--- src/common/lsu_config.svh ---
`ifndef LSU_CONFIG_SVH
`define LSU_CONFIG_SVH

// datapath and address width
`define LSU_XLEN 32

// scratchpad size in words
`define LSU_RAM_WORDS 64

// request queue entries
`define LSU_QUEUE_DEPTH 2

// return path register stages
`define LSU_LOAD_PIPE_REGS 1
`define LSU_STORE_PIPE_REGS 1

// scoreboard tag width
`define LSU_TRANS_ID_BITS 3

`endif

--- src/common/lsu_pkg.sv ---
`default_nettype none

`include "lsu_config.svh"

package lsu_pkg;

    // load and store opcodes, bit 3 set for stores
    typedef enum logic [3:0] {
        LB  = 4'h0,
        LBU = 4'h1,
        LH  = 4'h2,
        LHU = 4'h3,
        LW  = 4'h4,
        SB  = 4'h8,
        SH  = 4'h9,
        SW  = 4'ha
    } lsu_op_e;

    typedef enum logic [1:0] {
        NO_EXC             = 2'd0,
        LD_ADDR_MISALIGNED = 2'd1,
        ST_ADDR_MISALIGNED = 2'd2
    } exc_cause_e;

    // one queued request, wdata already in its byte lanes
    typedef struct packed {
        lsu_op_e                       op;
        logic [`LSU_XLEN-1:0]          vaddr;
        logic [`LSU_XLEN-1:0]          wdata;
        logic [`LSU_XLEN/8-1:0]        be;
        logic                          misaligned;
        logic [`LSU_TRANS_ID_BITS-1:0] trans_id;
    } lsu_req_t;

    function automatic logic is_store(input lsu_op_e op);
        return op inside {SB, SH, SW};
    endfunction

endpackage

`default_nettype wire

--- src/common/lsu_req_if.sv ---
`timescale 1ns/1ps
`default_nettype none

// head of the request queue, shared by the load and store units
interface lsu_req_if;
    import lsu_pkg::*;

    logic     valid;
    lsu_req_t req;
    logic     ld_pop;
    logic     st_pop;

    modport queue (
        output valid, req,
        input  ld_pop, st_pop
    );

    modport unit (
        input  valid, req,
        output ld_pop, st_pop
    );

endinterface

`default_nettype wire

--- src/logic/lsu_agu.sv ---
`timescale 1ns/1ps
`default_nettype none

`include "lsu_config.svh"

module lsu_agu (
    input  lsu_pkg::lsu_op_e               op_i,
    input  logic [`LSU_XLEN-1:0]           operand_a_i,
    input  logic [`LSU_XLEN-1:0]           imm_i,
    input  logic [`LSU_XLEN-1:0]           store_data_i,
    input  logic [`LSU_TRANS_ID_BITS-1:0]  trans_id_i,
    output lsu_pkg::lsu_req_t              req_o
);
    import lsu_pkg::*;

    logic [`LSU_XLEN-1:0]   vaddr;
    logic [`LSU_XLEN/8-1:0] be;
    logic                   misaligned;

    // base plus signed offset, bare mode so this is the physical address
    assign vaddr = $unsigned($signed(operand_a_i) + $signed(imm_i));

    // --------------------------------------------------
    // byte enables and misalignment
    // --------------------------------------------------
    always_comb begin
        be         = '0;
        misaligned = 1'b0;
        unique case (op_i)
            LB, LBU, SB: begin
                be = (`LSU_XLEN/8)'(4'b0001) << vaddr[1:0];
            end
            LH, LHU, SH: begin
                be         = (`LSU_XLEN/8)'(4'b0011) << vaddr[1:0];
                misaligned = vaddr[0];
            end
            default: begin
                // word access
                be         = '1;
                misaligned = (vaddr[1:0] != 2'b00);
            end
        endcase
    end

    always_comb begin
        req_o            = '0;
        req_o.op         = op_i;
        req_o.vaddr      = vaddr;
        // move store data into the addressed lanes
        req_o.wdata      = store_data_i << {vaddr[1:0], 3'b000};
        req_o.be         = be;
        req_o.misaligned = misaligned;
        req_o.trans_id   = trans_id_i;
    end

endmodule

`default_nettype wire

--- src/logic/lsu_data_ram.sv ---
`timescale 1ns/1ps
`default_nettype none

`include "lsu_config.svh"

module lsu_data_ram (
    input  logic                                clk_i,
    input  logic                                wr_en_i,
    input  logic [$clog2(`LSU_RAM_WORDS)-1:0]   wr_addr_i,
    input  logic [`LSU_XLEN/8-1:0]              wr_be_i,
    input  logic [`LSU_XLEN-1:0]                wr_data_i,
    input  logic                                rd_en_i,
    input  logic [$clog2(`LSU_RAM_WORDS)-1:0]   rd_addr_i,
    output logic [`LSU_XLEN-1:0]                rd_data_o
);

    logic [`LSU_XLEN-1:0] mem_q [`LSU_RAM_WORDS];

    // per-byte write
    always_ff @(posedge clk_i) begin
        if (wr_en_i) begin
            for (int b = 0; b < `LSU_XLEN/8; b++) begin
                if (wr_be_i[b]) begin
                    mem_q[wr_addr_i][8*b +: 8] <= wr_data_i[8*b +: 8];
                end
            end
        end
    end

    // registered read, holds its value when idle
    always_ff @(posedge clk_i) begin
        if (rd_en_i) begin
            rd_data_o <= mem_q[rd_addr_i];
        end
    end

endmodule

`default_nettype wire

--- src/logic/lsu_load_unit.sv ---
`timescale 1ns/1ps
`default_nettype none

`include "lsu_config.svh"

module lsu_load_unit (
    input  logic                                clk_i,
    input  logic                                rst_ni,
    lsu_req_if.unit                             head,
    output logic                                rd_en_o,
    output logic [$clog2(`LSU_RAM_WORDS)-1:0]   rd_addr_o,
    input  logic [`LSU_XLEN-1:0]                rd_data_i,
    output logic                                valid_o,
    output logic [`LSU_TRANS_ID_BITS-1:0]       trans_id_o,
    output logic [`LSU_XLEN-1:0]                result_o,
    output lsu_pkg::exc_cause_e                 exc_o
);
    import lsu_pkg::*;

    localparam int unsigned AW = $clog2(`LSU_RAM_WORDS);

    logic                          s1_valid_q;
    lsu_op_e                       s1_op_q;
    logic [`LSU_XLEN-1:0]          s1_vaddr_q;
    logic                          s1_mis_q;
    logic [`LSU_TRANS_ID_BITS-1:0] s1_id_q;

    logic                          s2_valid_q;
    lsu_op_e                       s2_op_q;
    logic [`LSU_XLEN-1:0]          s2_vaddr_q;
    logic                          s2_mis_q;
    logic [`LSU_TRANS_ID_BITS-1:0] s2_id_q;

    logic [`LSU_XLEN-1:0]          lane_data;

    assign head.ld_pop = head.valid & ~is_store(head.req.op);

    // --------------------------------------------------
    // address stage, issues the read
    // --------------------------------------------------
    always_ff @(posedge clk_i or negedge rst_ni) begin
        if (!rst_ni) begin
            s1_valid_q <= 1'b0;
            s2_valid_q <= 1'b0;
        end else begin
            s1_valid_q <= head.ld_pop;
            s2_valid_q <= s1_valid_q;
        end
    end

    always_ff @(posedge clk_i) begin
        if (head.ld_pop) begin
            s1_op_q    <= head.req.op;
            s1_vaddr_q <= head.req.vaddr;
            s1_mis_q   <= head.req.misaligned;
            s1_id_q    <= head.req.trans_id;
        end
        s2_op_q    <= s1_op_q;
        s2_vaddr_q <= s1_vaddr_q;
        s2_mis_q   <= s1_mis_q;
        s2_id_q    <= s1_id_q;
    end

    // faulting loads never touch the scratchpad
    assign rd_en_o   = s1_valid_q & ~s1_mis_q;
    assign rd_addr_o = s1_vaddr_q[AW+1:2];

    // --------------------------------------------------
    // data stage, lane select and extension
    // --------------------------------------------------
    assign lane_data = rd_data_i >> {s2_vaddr_q[1:0], 3'b000};

    always_comb begin
        unique case (s2_op_q)
            LB:      result_o = {{(`LSU_XLEN-8){lane_data[7]}}, lane_data[7:0]};
            LBU:     result_o = {{(`LSU_XLEN-8){1'b0}}, lane_data[7:0]};
            LH:      result_o = {{(`LSU_XLEN-16){lane_data[15]}}, lane_data[15:0]};
            LHU:     result_o = {{(`LSU_XLEN-16){1'b0}}, lane_data[15:0]};
            default: result_o = rd_data_i;
        endcase
        // report the faulting address in place of data
        if (s2_mis_q) begin
            result_o = s2_vaddr_q;
        end
    end

    assign valid_o    = s2_valid_q;
    assign trans_id_o = s2_id_q;
    assign exc_o      = s2_mis_q ? LD_ADDR_MISALIGNED : NO_EXC;

endmodule

`default_nettype wire

--- src/logic/lsu_queue.sv ---
`timescale 1ns/1ps
`default_nettype none

`include "lsu_config.svh"

module lsu_queue (
    input  logic              clk_i,
    input  logic              rst_ni,
    input  lsu_pkg::lsu_req_t req_i,
    input  logic              valid_i,
    output logic              ready_o,
    lsu_req_if.queue          head
);
    import lsu_pkg::*;

    localparam int unsigned DEPTH = `LSU_QUEUE_DEPTH;
    localparam int unsigned PTR_W = (DEPTH > 1) ? $clog2(DEPTH) : 1;
    localparam int unsigned CNT_W = $clog2(DEPTH + 1);

    lsu_req_t         mem_q [DEPTH];
    logic [PTR_W-1:0] wr_ptr_q;
    logic [PTR_W-1:0] rd_ptr_q;
    logic [CNT_W-1:0] count_q;
    logic             push;
    logic             pop;
    logic             empty;

    function automatic logic [PTR_W-1:0] next_ptr(input logic [PTR_W-1:0] ptr);
        return (ptr == PTR_W'(DEPTH - 1)) ? '0 : ptr + 1'b1;
    endfunction

    assign empty   = (count_q == '0);
    assign ready_o = (count_q < CNT_W'(DEPTH));
    assign push    = valid_i & ready_o;
    assign pop     = head.ld_pop | head.st_pop;

    // bypass when empty
    assign head.valid = ~empty | push;
    assign head.req   = empty ? req_i : mem_q[rd_ptr_q];

    // every accepted request is written, a bypassed pop just skips over it
    always_ff @(posedge clk_i) begin
        if (push) begin
            mem_q[wr_ptr_q] <= req_i;
        end
    end

    always_ff @(posedge clk_i or negedge rst_ni) begin
        if (!rst_ni) begin
            wr_ptr_q <= '0;
            rd_ptr_q <= '0;
            count_q  <= '0;
        end else begin
            if (push) begin
                wr_ptr_q <= next_ptr(wr_ptr_q);
            end
            if (pop) begin
                rd_ptr_q <= next_ptr(rd_ptr_q);
            end
            unique case ({push, pop})
                2'b10:   count_q <= count_q + 1'b1;
                2'b01:   count_q <= count_q - 1'b1;
                default: count_q <= count_q;
            endcase
        end
    end

endmodule

`default_nettype wire

--- src/logic/lsu_store_unit.sv ---
`timescale 1ns/1ps
`default_nettype none

`include "lsu_config.svh"

module lsu_store_unit (
    input  logic                                clk_i,
    input  logic                                rst_ni,
    lsu_req_if.unit                             head,
    output logic                                wr_en_o,
    output logic [$clog2(`LSU_RAM_WORDS)-1:0]   wr_addr_o,
    output logic [`LSU_XLEN/8-1:0]              wr_be_o,
    output logic [`LSU_XLEN-1:0]                wr_data_o,
    output logic                                valid_o,
    output logic [`LSU_TRANS_ID_BITS-1:0]       trans_id_o,
    output lsu_pkg::exc_cause_e                 exc_o
);
    import lsu_pkg::*;

    localparam int unsigned AW = $clog2(`LSU_RAM_WORDS);

    logic                          s1_valid_q;
    logic [AW-1:0]                 s1_addr_q;
    logic [`LSU_XLEN/8-1:0]        s1_be_q;
    logic [`LSU_XLEN-1:0]          s1_wdata_q;
    logic                          s1_mis_q;
    logic [`LSU_TRANS_ID_BITS-1:0] s1_id_q;

    assign head.st_pop = head.valid & is_store(head.req.op);

    always_ff @(posedge clk_i or negedge rst_ni) begin
        if (!rst_ni) begin
            s1_valid_q <= 1'b0;
        end else begin
            s1_valid_q <= head.st_pop;
        end
    end

    // address stage
    always_ff @(posedge clk_i) begin
        if (head.st_pop) begin
            s1_addr_q  <= head.req.vaddr[AW+1:2];
            s1_be_q    <= head.req.be;
            s1_wdata_q <= head.req.wdata;
            s1_mis_q   <= head.req.misaligned;
            s1_id_q    <= head.req.trans_id;
        end
    end

    // write happens at the edge that closes the address stage
    assign wr_en_o    = s1_valid_q & ~s1_mis_q;
    assign wr_addr_o  = s1_addr_q;
    assign wr_be_o    = s1_be_q;
    assign wr_data_o  = s1_wdata_q;

    assign valid_o    = s1_valid_q;
    assign trans_id_o = s1_id_q;
    assign exc_o      = s1_mis_q ? ST_ADDR_MISALIGNED : NO_EXC;

endmodule

`default_nettype wire

--- src/logic/lsu_top.sv ---
`timescale 1ns/1ps
`default_nettype none

`include "lsu_config.svh"

module lsu_top (
    input  logic                           clk_i,
    input  logic                           rst_ni,
    input  logic                           lsu_valid_i,
    output logic                           lsu_ready_o,
    input  lsu_pkg::lsu_op_e               op_i,
    input  logic [`LSU_XLEN-1:0]           operand_a_i,
    input  logic [`LSU_XLEN-1:0]           imm_i,
    input  logic [`LSU_XLEN-1:0]           store_data_i,
    input  logic [`LSU_TRANS_ID_BITS-1:0]  trans_id_i,
    output logic                           load_valid_o,
    output logic [`LSU_TRANS_ID_BITS-1:0]  load_trans_id_o,
    output logic [`LSU_XLEN-1:0]           load_result_o,
    output lsu_pkg::exc_cause_e            load_exception_o,
    output logic                           store_valid_o,
    output logic [`LSU_TRANS_ID_BITS-1:0]  store_trans_id_o,
    output lsu_pkg::exc_cause_e            store_exception_o
);
    import lsu_pkg::*;

    localparam int unsigned AW      = $clog2(`LSU_RAM_WORDS);
    localparam int unsigned LD_REGS = `LSU_LOAD_PIPE_REGS;
    localparam int unsigned ST_REGS = `LSU_STORE_PIPE_REGS;

    lsu_req_t                      agu_req;
    logic                          ld_valid;
    logic [`LSU_TRANS_ID_BITS-1:0] ld_trans_id;
    logic [`LSU_XLEN-1:0]          ld_result;
    exc_cause_e                    ld_exc;
    logic                          st_valid;
    logic [`LSU_TRANS_ID_BITS-1:0] st_trans_id;
    exc_cause_e                    st_exc;
    logic                          rd_en;
    logic [AW-1:0]                 rd_addr;
    logic [`LSU_XLEN-1:0]          rd_data;
    logic                          wr_en;
    logic [AW-1:0]                 wr_addr;
    logic [`LSU_XLEN/8-1:0]        wr_be;
    logic [`LSU_XLEN-1:0]          wr_data;

    lsu_req_if req_bus ();

    lsu_agu i_agu (
        .op_i         ( op_i         ),
        .operand_a_i  ( operand_a_i  ),
        .imm_i        ( imm_i        ),
        .store_data_i ( store_data_i ),
        .trans_id_i   ( trans_id_i   ),
        .req_o        ( agu_req      )
    );

    lsu_queue i_queue (
        .clk_i   ( clk_i         ),
        .rst_ni  ( rst_ni        ),
        .req_i   ( agu_req       ),
        .valid_i ( lsu_valid_i   ),
        .ready_o ( lsu_ready_o   ),
        .head    ( req_bus.queue )
    );

    lsu_load_unit i_load_unit (
        .clk_i      ( clk_i        ),
        .rst_ni     ( rst_ni       ),
        .head       ( req_bus.unit ),
        .rd_en_o    ( rd_en        ),
        .rd_addr_o  ( rd_addr      ),
        .rd_data_i  ( rd_data      ),
        .valid_o    ( ld_valid     ),
        .trans_id_o ( ld_trans_id  ),
        .result_o   ( ld_result    ),
        .exc_o      ( ld_exc       )
    );

    lsu_store_unit i_store_unit (
        .clk_i      ( clk_i        ),
        .rst_ni     ( rst_ni       ),
        .head       ( req_bus.unit ),
        .wr_en_o    ( wr_en        ),
        .wr_addr_o  ( wr_addr      ),
        .wr_be_o    ( wr_be        ),
        .wr_data_o  ( wr_data      ),
        .valid_o    ( st_valid     ),
        .trans_id_o ( st_trans_id  ),
        .exc_o      ( st_exc       )
    );

    lsu_data_ram i_data_ram (
        .clk_i     ( clk_i   ),
        .wr_en_i   ( wr_en   ),
        .wr_addr_i ( wr_addr ),
        .wr_be_i   ( wr_be   ),
        .wr_data_i ( wr_data ),
        .rd_en_i   ( rd_en   ),
        .rd_addr_i ( rd_addr ),
        .rd_data_o ( rd_data )
    );

    // --------------------------------------------------
    // return path pipeline registers
    // --------------------------------------------------
    logic                          ld_pipe_valid_q [LD_REGS];
    logic [`LSU_TRANS_ID_BITS-1:0] ld_pipe_id_q    [LD_REGS];
    logic [`LSU_XLEN-1:0]          ld_pipe_res_q   [LD_REGS];
    exc_cause_e                    ld_pipe_exc_q   [LD_REGS];
    logic                          st_pipe_valid_q [ST_REGS];
    logic [`LSU_TRANS_ID_BITS-1:0] st_pipe_id_q    [ST_REGS];
    exc_cause_e                    st_pipe_exc_q   [ST_REGS];

    always_ff @(posedge clk_i or negedge rst_ni) begin
        if (!rst_ni) begin
            for (int i = 0; i < LD_REGS; i++) begin
                ld_pipe_valid_q[i] <= 1'b0;
            end
            for (int i = 0; i < ST_REGS; i++) begin
                st_pipe_valid_q[i] <= 1'b0;
            end
        end else begin
            ld_pipe_valid_q[0] <= ld_valid;
            st_pipe_valid_q[0] <= st_valid;
            for (int i = 1; i < LD_REGS; i++) begin
                ld_pipe_valid_q[i] <= ld_pipe_valid_q[i-1];
            end
            for (int i = 1; i < ST_REGS; i++) begin
                st_pipe_valid_q[i] <= st_pipe_valid_q[i-1];
            end
        end
    end

    // payload follows its valid bit
    always_ff @(posedge clk_i) begin
        ld_pipe_id_q[0]  <= ld_trans_id;
        ld_pipe_res_q[0] <= ld_result;
        ld_pipe_exc_q[0] <= ld_exc;
        st_pipe_id_q[0]  <= st_trans_id;
        st_pipe_exc_q[0] <= st_exc;
        for (int i = 1; i < LD_REGS; i++) begin
            ld_pipe_id_q[i]  <= ld_pipe_id_q[i-1];
            ld_pipe_res_q[i] <= ld_pipe_res_q[i-1];
            ld_pipe_exc_q[i] <= ld_pipe_exc_q[i-1];
        end
        for (int i = 1; i < ST_REGS; i++) begin
            st_pipe_id_q[i]  <= st_pipe_id_q[i-1];
            st_pipe_exc_q[i] <= st_pipe_exc_q[i-1];
        end
    end

    assign load_valid_o      = ld_pipe_valid_q[LD_REGS-1];
    assign load_trans_id_o   = ld_pipe_id_q[LD_REGS-1];
    assign load_result_o     = ld_pipe_res_q[LD_REGS-1];
    assign load_exception_o  = ld_pipe_exc_q[LD_REGS-1];
    assign store_valid_o     = st_pipe_valid_q[ST_REGS-1];
    assign store_trans_id_o  = st_pipe_id_q[ST_REGS-1];
    assign store_exception_o = st_pipe_exc_q[ST_REGS-1];

endmodule

`default_nettype wire

--- config.mk ---
export PLATFORM = sky130hd
export DESIGN_NAME = lsu_top
export DESIGN_NICKNAME = d
export VERILOG_FILES = /design/src/common/lsu_pkg.sv /design/src/common/lsu_req_if.sv /design/src/logic/lsu_agu.sv /design/src/logic/lsu_data_ram.sv /design/src/logic/lsu_load_unit.sv /design/src/logic/lsu_queue.sv /design/src/logic/lsu_store_unit.sv /design/src/logic/lsu_top.sv
export VERILOG_INCLUDE_DIRS = /design/src /design/src/common
export SDC_FILE = /design/constraint.sdc
export NUM_CORES = 2
export LEC_CHECK = 0
export BUFFER_PORTS_ARGS = -buffer_cell sky130_fd_sc_hd__buf_2
export CORE_UTILIZATION = 55
export DETAILED_ROUTE_END_ITERATION = 6
export GPL_ROUTABILITY_DRIVEN = 1
export HOLD_SLACK_MARGIN = 0.08
export PLACE_DENSITY = 0.71
export SLEW_MARGIN = 20
export SYNTH_ARGS = -nofsm -noshare
export SYNTH_HDL_FRONTEND = slang
export SYNTH_SLANG_ARGS = --single-unit
--- constraint.sdc ---
create_clock -name clk_i -period 4.8 [get_ports clk_i]
set_input_delay 0.24 -clock clk_i [delete_from_list [all_inputs] [get_ports clk_i]]
set_output_delay 0.24 -clock clk_i [all_outputs]
set_load 0.01 [all_outputs]
==> impl_metrics.env <==
export IMPL_outcome="finished with violations"
export IMPL_violations="design-rule violations"
export IMPL_final_layout_size_suffix_gt1_frac=0.2419
export IMPL_yosysTopAreaCellShare=0.7427
export IMPL_grt_antenna_before_repair=11
export IMPL_tightestPinTransition_ns=1.224
export IMPL_postCtsSetupBuffers=0
export IMPL_avgRoutedWirePerCell_um=31.61
export IMPL_h_tree_depth=4
export IMPL_finalMaxSlewViolations=0
export IMPL_die_area_um2=172100
export IMPL_power_density_nw_per_um2=435.1
export IMPL_cts_resized_gates=0
export IMPL_p_leak_uw=0.03364
export IMPL_synth_most_common_cell="edfxtp_1"
export IMPL_ys_warn_count=0
export IMPL_synth_seq_area_share=0.7621
export IMPL_start_util=0.5537
export IMPL_clockRootBuffer="clkbuf_16"
export IMPL_worstSetupEndpointType="flip-flop"
export IMPL_hp_class="in2reg"
export IMPL_ys_ff_latch=2407
export IMPL_fp_dieW_um=414.8
export IMPL_drt_pre_antenna_iters=7
export IMPL_synth_common_cells="edfxtp_1 (2318), mux4_2 (620), nor2_1 (313)"
export IMPL_power_uw=45970
export IMPL_grt_max_degree=122
export IMPL_clock_path_buffers=3
export IMPL_grt_overflow=0
export IMPL_ioPinCount=151
export IMPL_fin_setup_tns_ns=0
export IMPL_rsz0062_at_grt="no"
export IMPL_clk_pin_slew_worst_paths_ns=0.06
export IMPL_wl_mm=230.2
export IMPL_fin_nets=5012
export IMPL_crit_arrival_ns=4.14
export IMPL_gp_congestion=0.8679
export IMPL_vias=47040
export IMPL_cts_tree="done"
export IMPL_synth_cell_type_count=59
export IMPL_synth_area_leaders="edfxtp_1 (74%), mux4_2 (15%), dfxtp_1 (1.7%), mux2i_1 (1.6%), nor2_1 (1.3%)"
export IMPL_grt_pass1_wl_mm=330.6
export IMPL_syn2layout_area_growth_pct=12.73
export IMPL_clk_latency_ns=0.89
export IMPL_syn_area_per_cell_um2=20.64
export IMPL_fin_crit_ns=3.669
export IMPL_netlist_instances=4540
export IMPL_critPathLaunchType="flip-flop"
export IMPL_finalCritPeriodShare=0.7643
export IMPL_synth_ff_type="edfxtp_1"
export IMPL_maxSlewHeadroom=0.1807
export IMPL_first_global_vias=46610
export IMPL_hold_buffers=121
export IMPL_vias_per_cell=6.461
export IMPL_numCtsBuffers=225
export IMPL_clkSinkCount=2407
export IMPL_ir_drop_uv=399.6
export IMPL_drtIter0Drc=6535
export IMPL_path_max_fanout=44
export IMPL_utilization=0.6242
export IMPL_synth_edf_count=2318
export IMPL_cp_required_ns=5.27
export IMPL_skew_ns=0.08676
export IMPL_max_freq_mhz=272.6
export IMPL_critPathKind="reg2reg"
export IMPL_drc=329
export IMPL_synth_largest_area_cell="edfxtp_1"
export IMPL_grt_util_all_layers=0.2693
export IMPL_setup_viol=0
export IMPL_die_height_um=414.8
export IMPL_final_antenna_net_count=0
export IMPL_async_flop_share=0.003739
export IMPL_cap_violations=0
export IMPL_netlist_area_um2=93730
export IMPL_dp_hpwl_mm=143.0
export IMPL_rows=151
export IMPL_hold_viol=0
export IMPL_core_um2=169300
export IMPL_io_buffer_count=148
cell usage in the layout (no fill, tap or decap), types with 6 or more instances in the layout:
| cell type | instances |
|---|---|
| a21o_1 | 11 |
| buf_4 | 80 |
| and2_1 | 14 |
| dlygate4sd3_1 | 121 |
| nand2_1 | 215 |
| xor2_1 | 10 |
| inv_1 | 15 |
| o221ai_1 | 31 |
| clkinv_2 | 44 |
| o21ai_0 | 132 |
| clkinv_1 | 47 |
| nor2_1 | 285 |
| clkbuf_1 | 54 |
| dfrtp_1 | 8 |
| clkinvlp_4 | 6 |
| dfxtp_1 | 80 |
| mux2i_1 | 152 |
| nor2_2 | 25 |
| nor2b_1 | 37 |
| clkbuf_16 | 226 |
| o22ai_1 | 27 |
| nor3b_1 | 6 |
| nand4_1 | 8 |
| edfxtp_1 | 2318 |
| a22oi_1 | 7 |
| mux4_2 | 620 |
| ha_1 | 31 |
| o21a_1 | 11 |
| a211oi_1 | 14 |
| clkinv_16 | 10 |
| xnor2_1 | 23 |
| buf_12 | 13 |
| o211ai_1 | 11 |
| nor3_1 | 6 |
| a21oi_1 | 108 |
| bufinv_16 | 17 |
| nand3_1 | 7 |
| buf_2 | 148 |
worst max-delay path, cell delays in order (launching register included):
cell and delay, ns:
edfxtp_1 0.40, nor2b_1 0.68, nand2_2 0.80, buf_4 0.49
nor2_1 0.86
power by group:
| part | leakage, uW | total [uW] | internal (uW) | switching, uW |
|---|---|---|---|---|
| logic | 0.00839 | 4700 | 2030 | 2670 |
| registers | 0.0217 | 23800 | 23500 | 266 |
| clock network | 0.00351 | 17500 | 9660 | 7810 |
| total | 0.0336 | 46000 | 35200 | 10700 |
final timing paths:
kind                                                         from                                end  slack, ns  cells past startpoint
worst max-delay path              i_store_unit.s1_mis_q$_DFFE_PP_  i_data_ram.mem_q[4][19]$_DFFE_PP_       1.13                      4
max in group asynchronous                                  rst_ni       i_queue.rd_ptr_q$_DFFE_PN0P_       3.88                      3
worst max register to register    i_store_unit.s1_mis_q$_DFFE_PP_  i_data_ram.mem_q[4][19]$_DFFE_PP_       1.13                      4
min in group asynchronous                                  rst_ni     i_store_unit.valid_o$_DFF_PN0_       0.49                      3
worst min register to register  i_load_unit.trans_id_o[1]$_DFF_P_         ld_pipe_id_q[0][1]$_DFF_P_       0.33                      0
worst min-delay path                             store_data_i[20]     i_queue.mem_q[1][28]$_DFFE_PP_       0.11                      3
logic make-up after synthesis:
logic type | share of synthesized area
AO/OA/AOI/OAI | 0.02448
flip-flops | 0.7621
buffers and inverters | 0.01251
other | 0.00004001
XOR/XNOR | 0.003084
AND/OR/NAND/NOR | 0.02794
adder cells (fa/ha/maj) | 0.004352
multiplexers | 0.1655
sequential cells by signal, summed over array words and instances, names as in the netlist, 4 cells and up:
register,count
i_data_ram.rd_data_o,32
ld_pipe_res_q,32
i_load_unit.s1_vaddr_q,32
i_store_unit.wr_be_o,4
i_store_unit.wr_addr_o,6
i_store_unit.wr_data_o,32
i_load_unit.s1_op_q,4
i_load_unit.s2_op_q,4
i_queue.mem_q,152
i_load_unit.s2_vaddr_q,32
i_data_ram.mem_q,2048
stage by stage:
| step | instance area [um2] | hold WS (ns) | worst slack (ns) | std cells |
|---|---|---|---|---|
| after floorplan | 93730 | -0.05559 | 0.4866 | 4541 |
| after global placement | 97060 | 0.1286 | 0.7951 | 6739 |
| after detailed placement | 97180 | 0.1343 | 1.003 | 6743 |
| after CTS | 105600 | 0.08170 | 0.9373 | 7276 |
| after global routing | 105700 | 0.1357 | 1.091 | 7278 |
| final | 105700 | 0.1138 | 1.131 | 7281 |
final cells by class:
cell class                      instances  area (um2)
Multi-Input combinational cell       1856       21250
Timing Repair Buffer                  367        2888
Clock buffer                          283        5891
Inverter                               17       63.81
Tap cell                             2218        2775
Sequential cell                      2407       71440
Antenna cell                            4       10.01
Fill cell                           11300       63620
Clock inverter                        129        1345
layer usage:
layer	vias up	global-route usage	share of wire	routed length, um
met5	-	0	0.00053	122
met4	12	0.09874	0.039	8870
met3	477	0.06479	0.10	23830
met2	2643	0.4164	0.48	109700
met1	24620	0.3777	0.38	87700
li1	19290	-	-	-
Power figures use the tool's default switching activity.
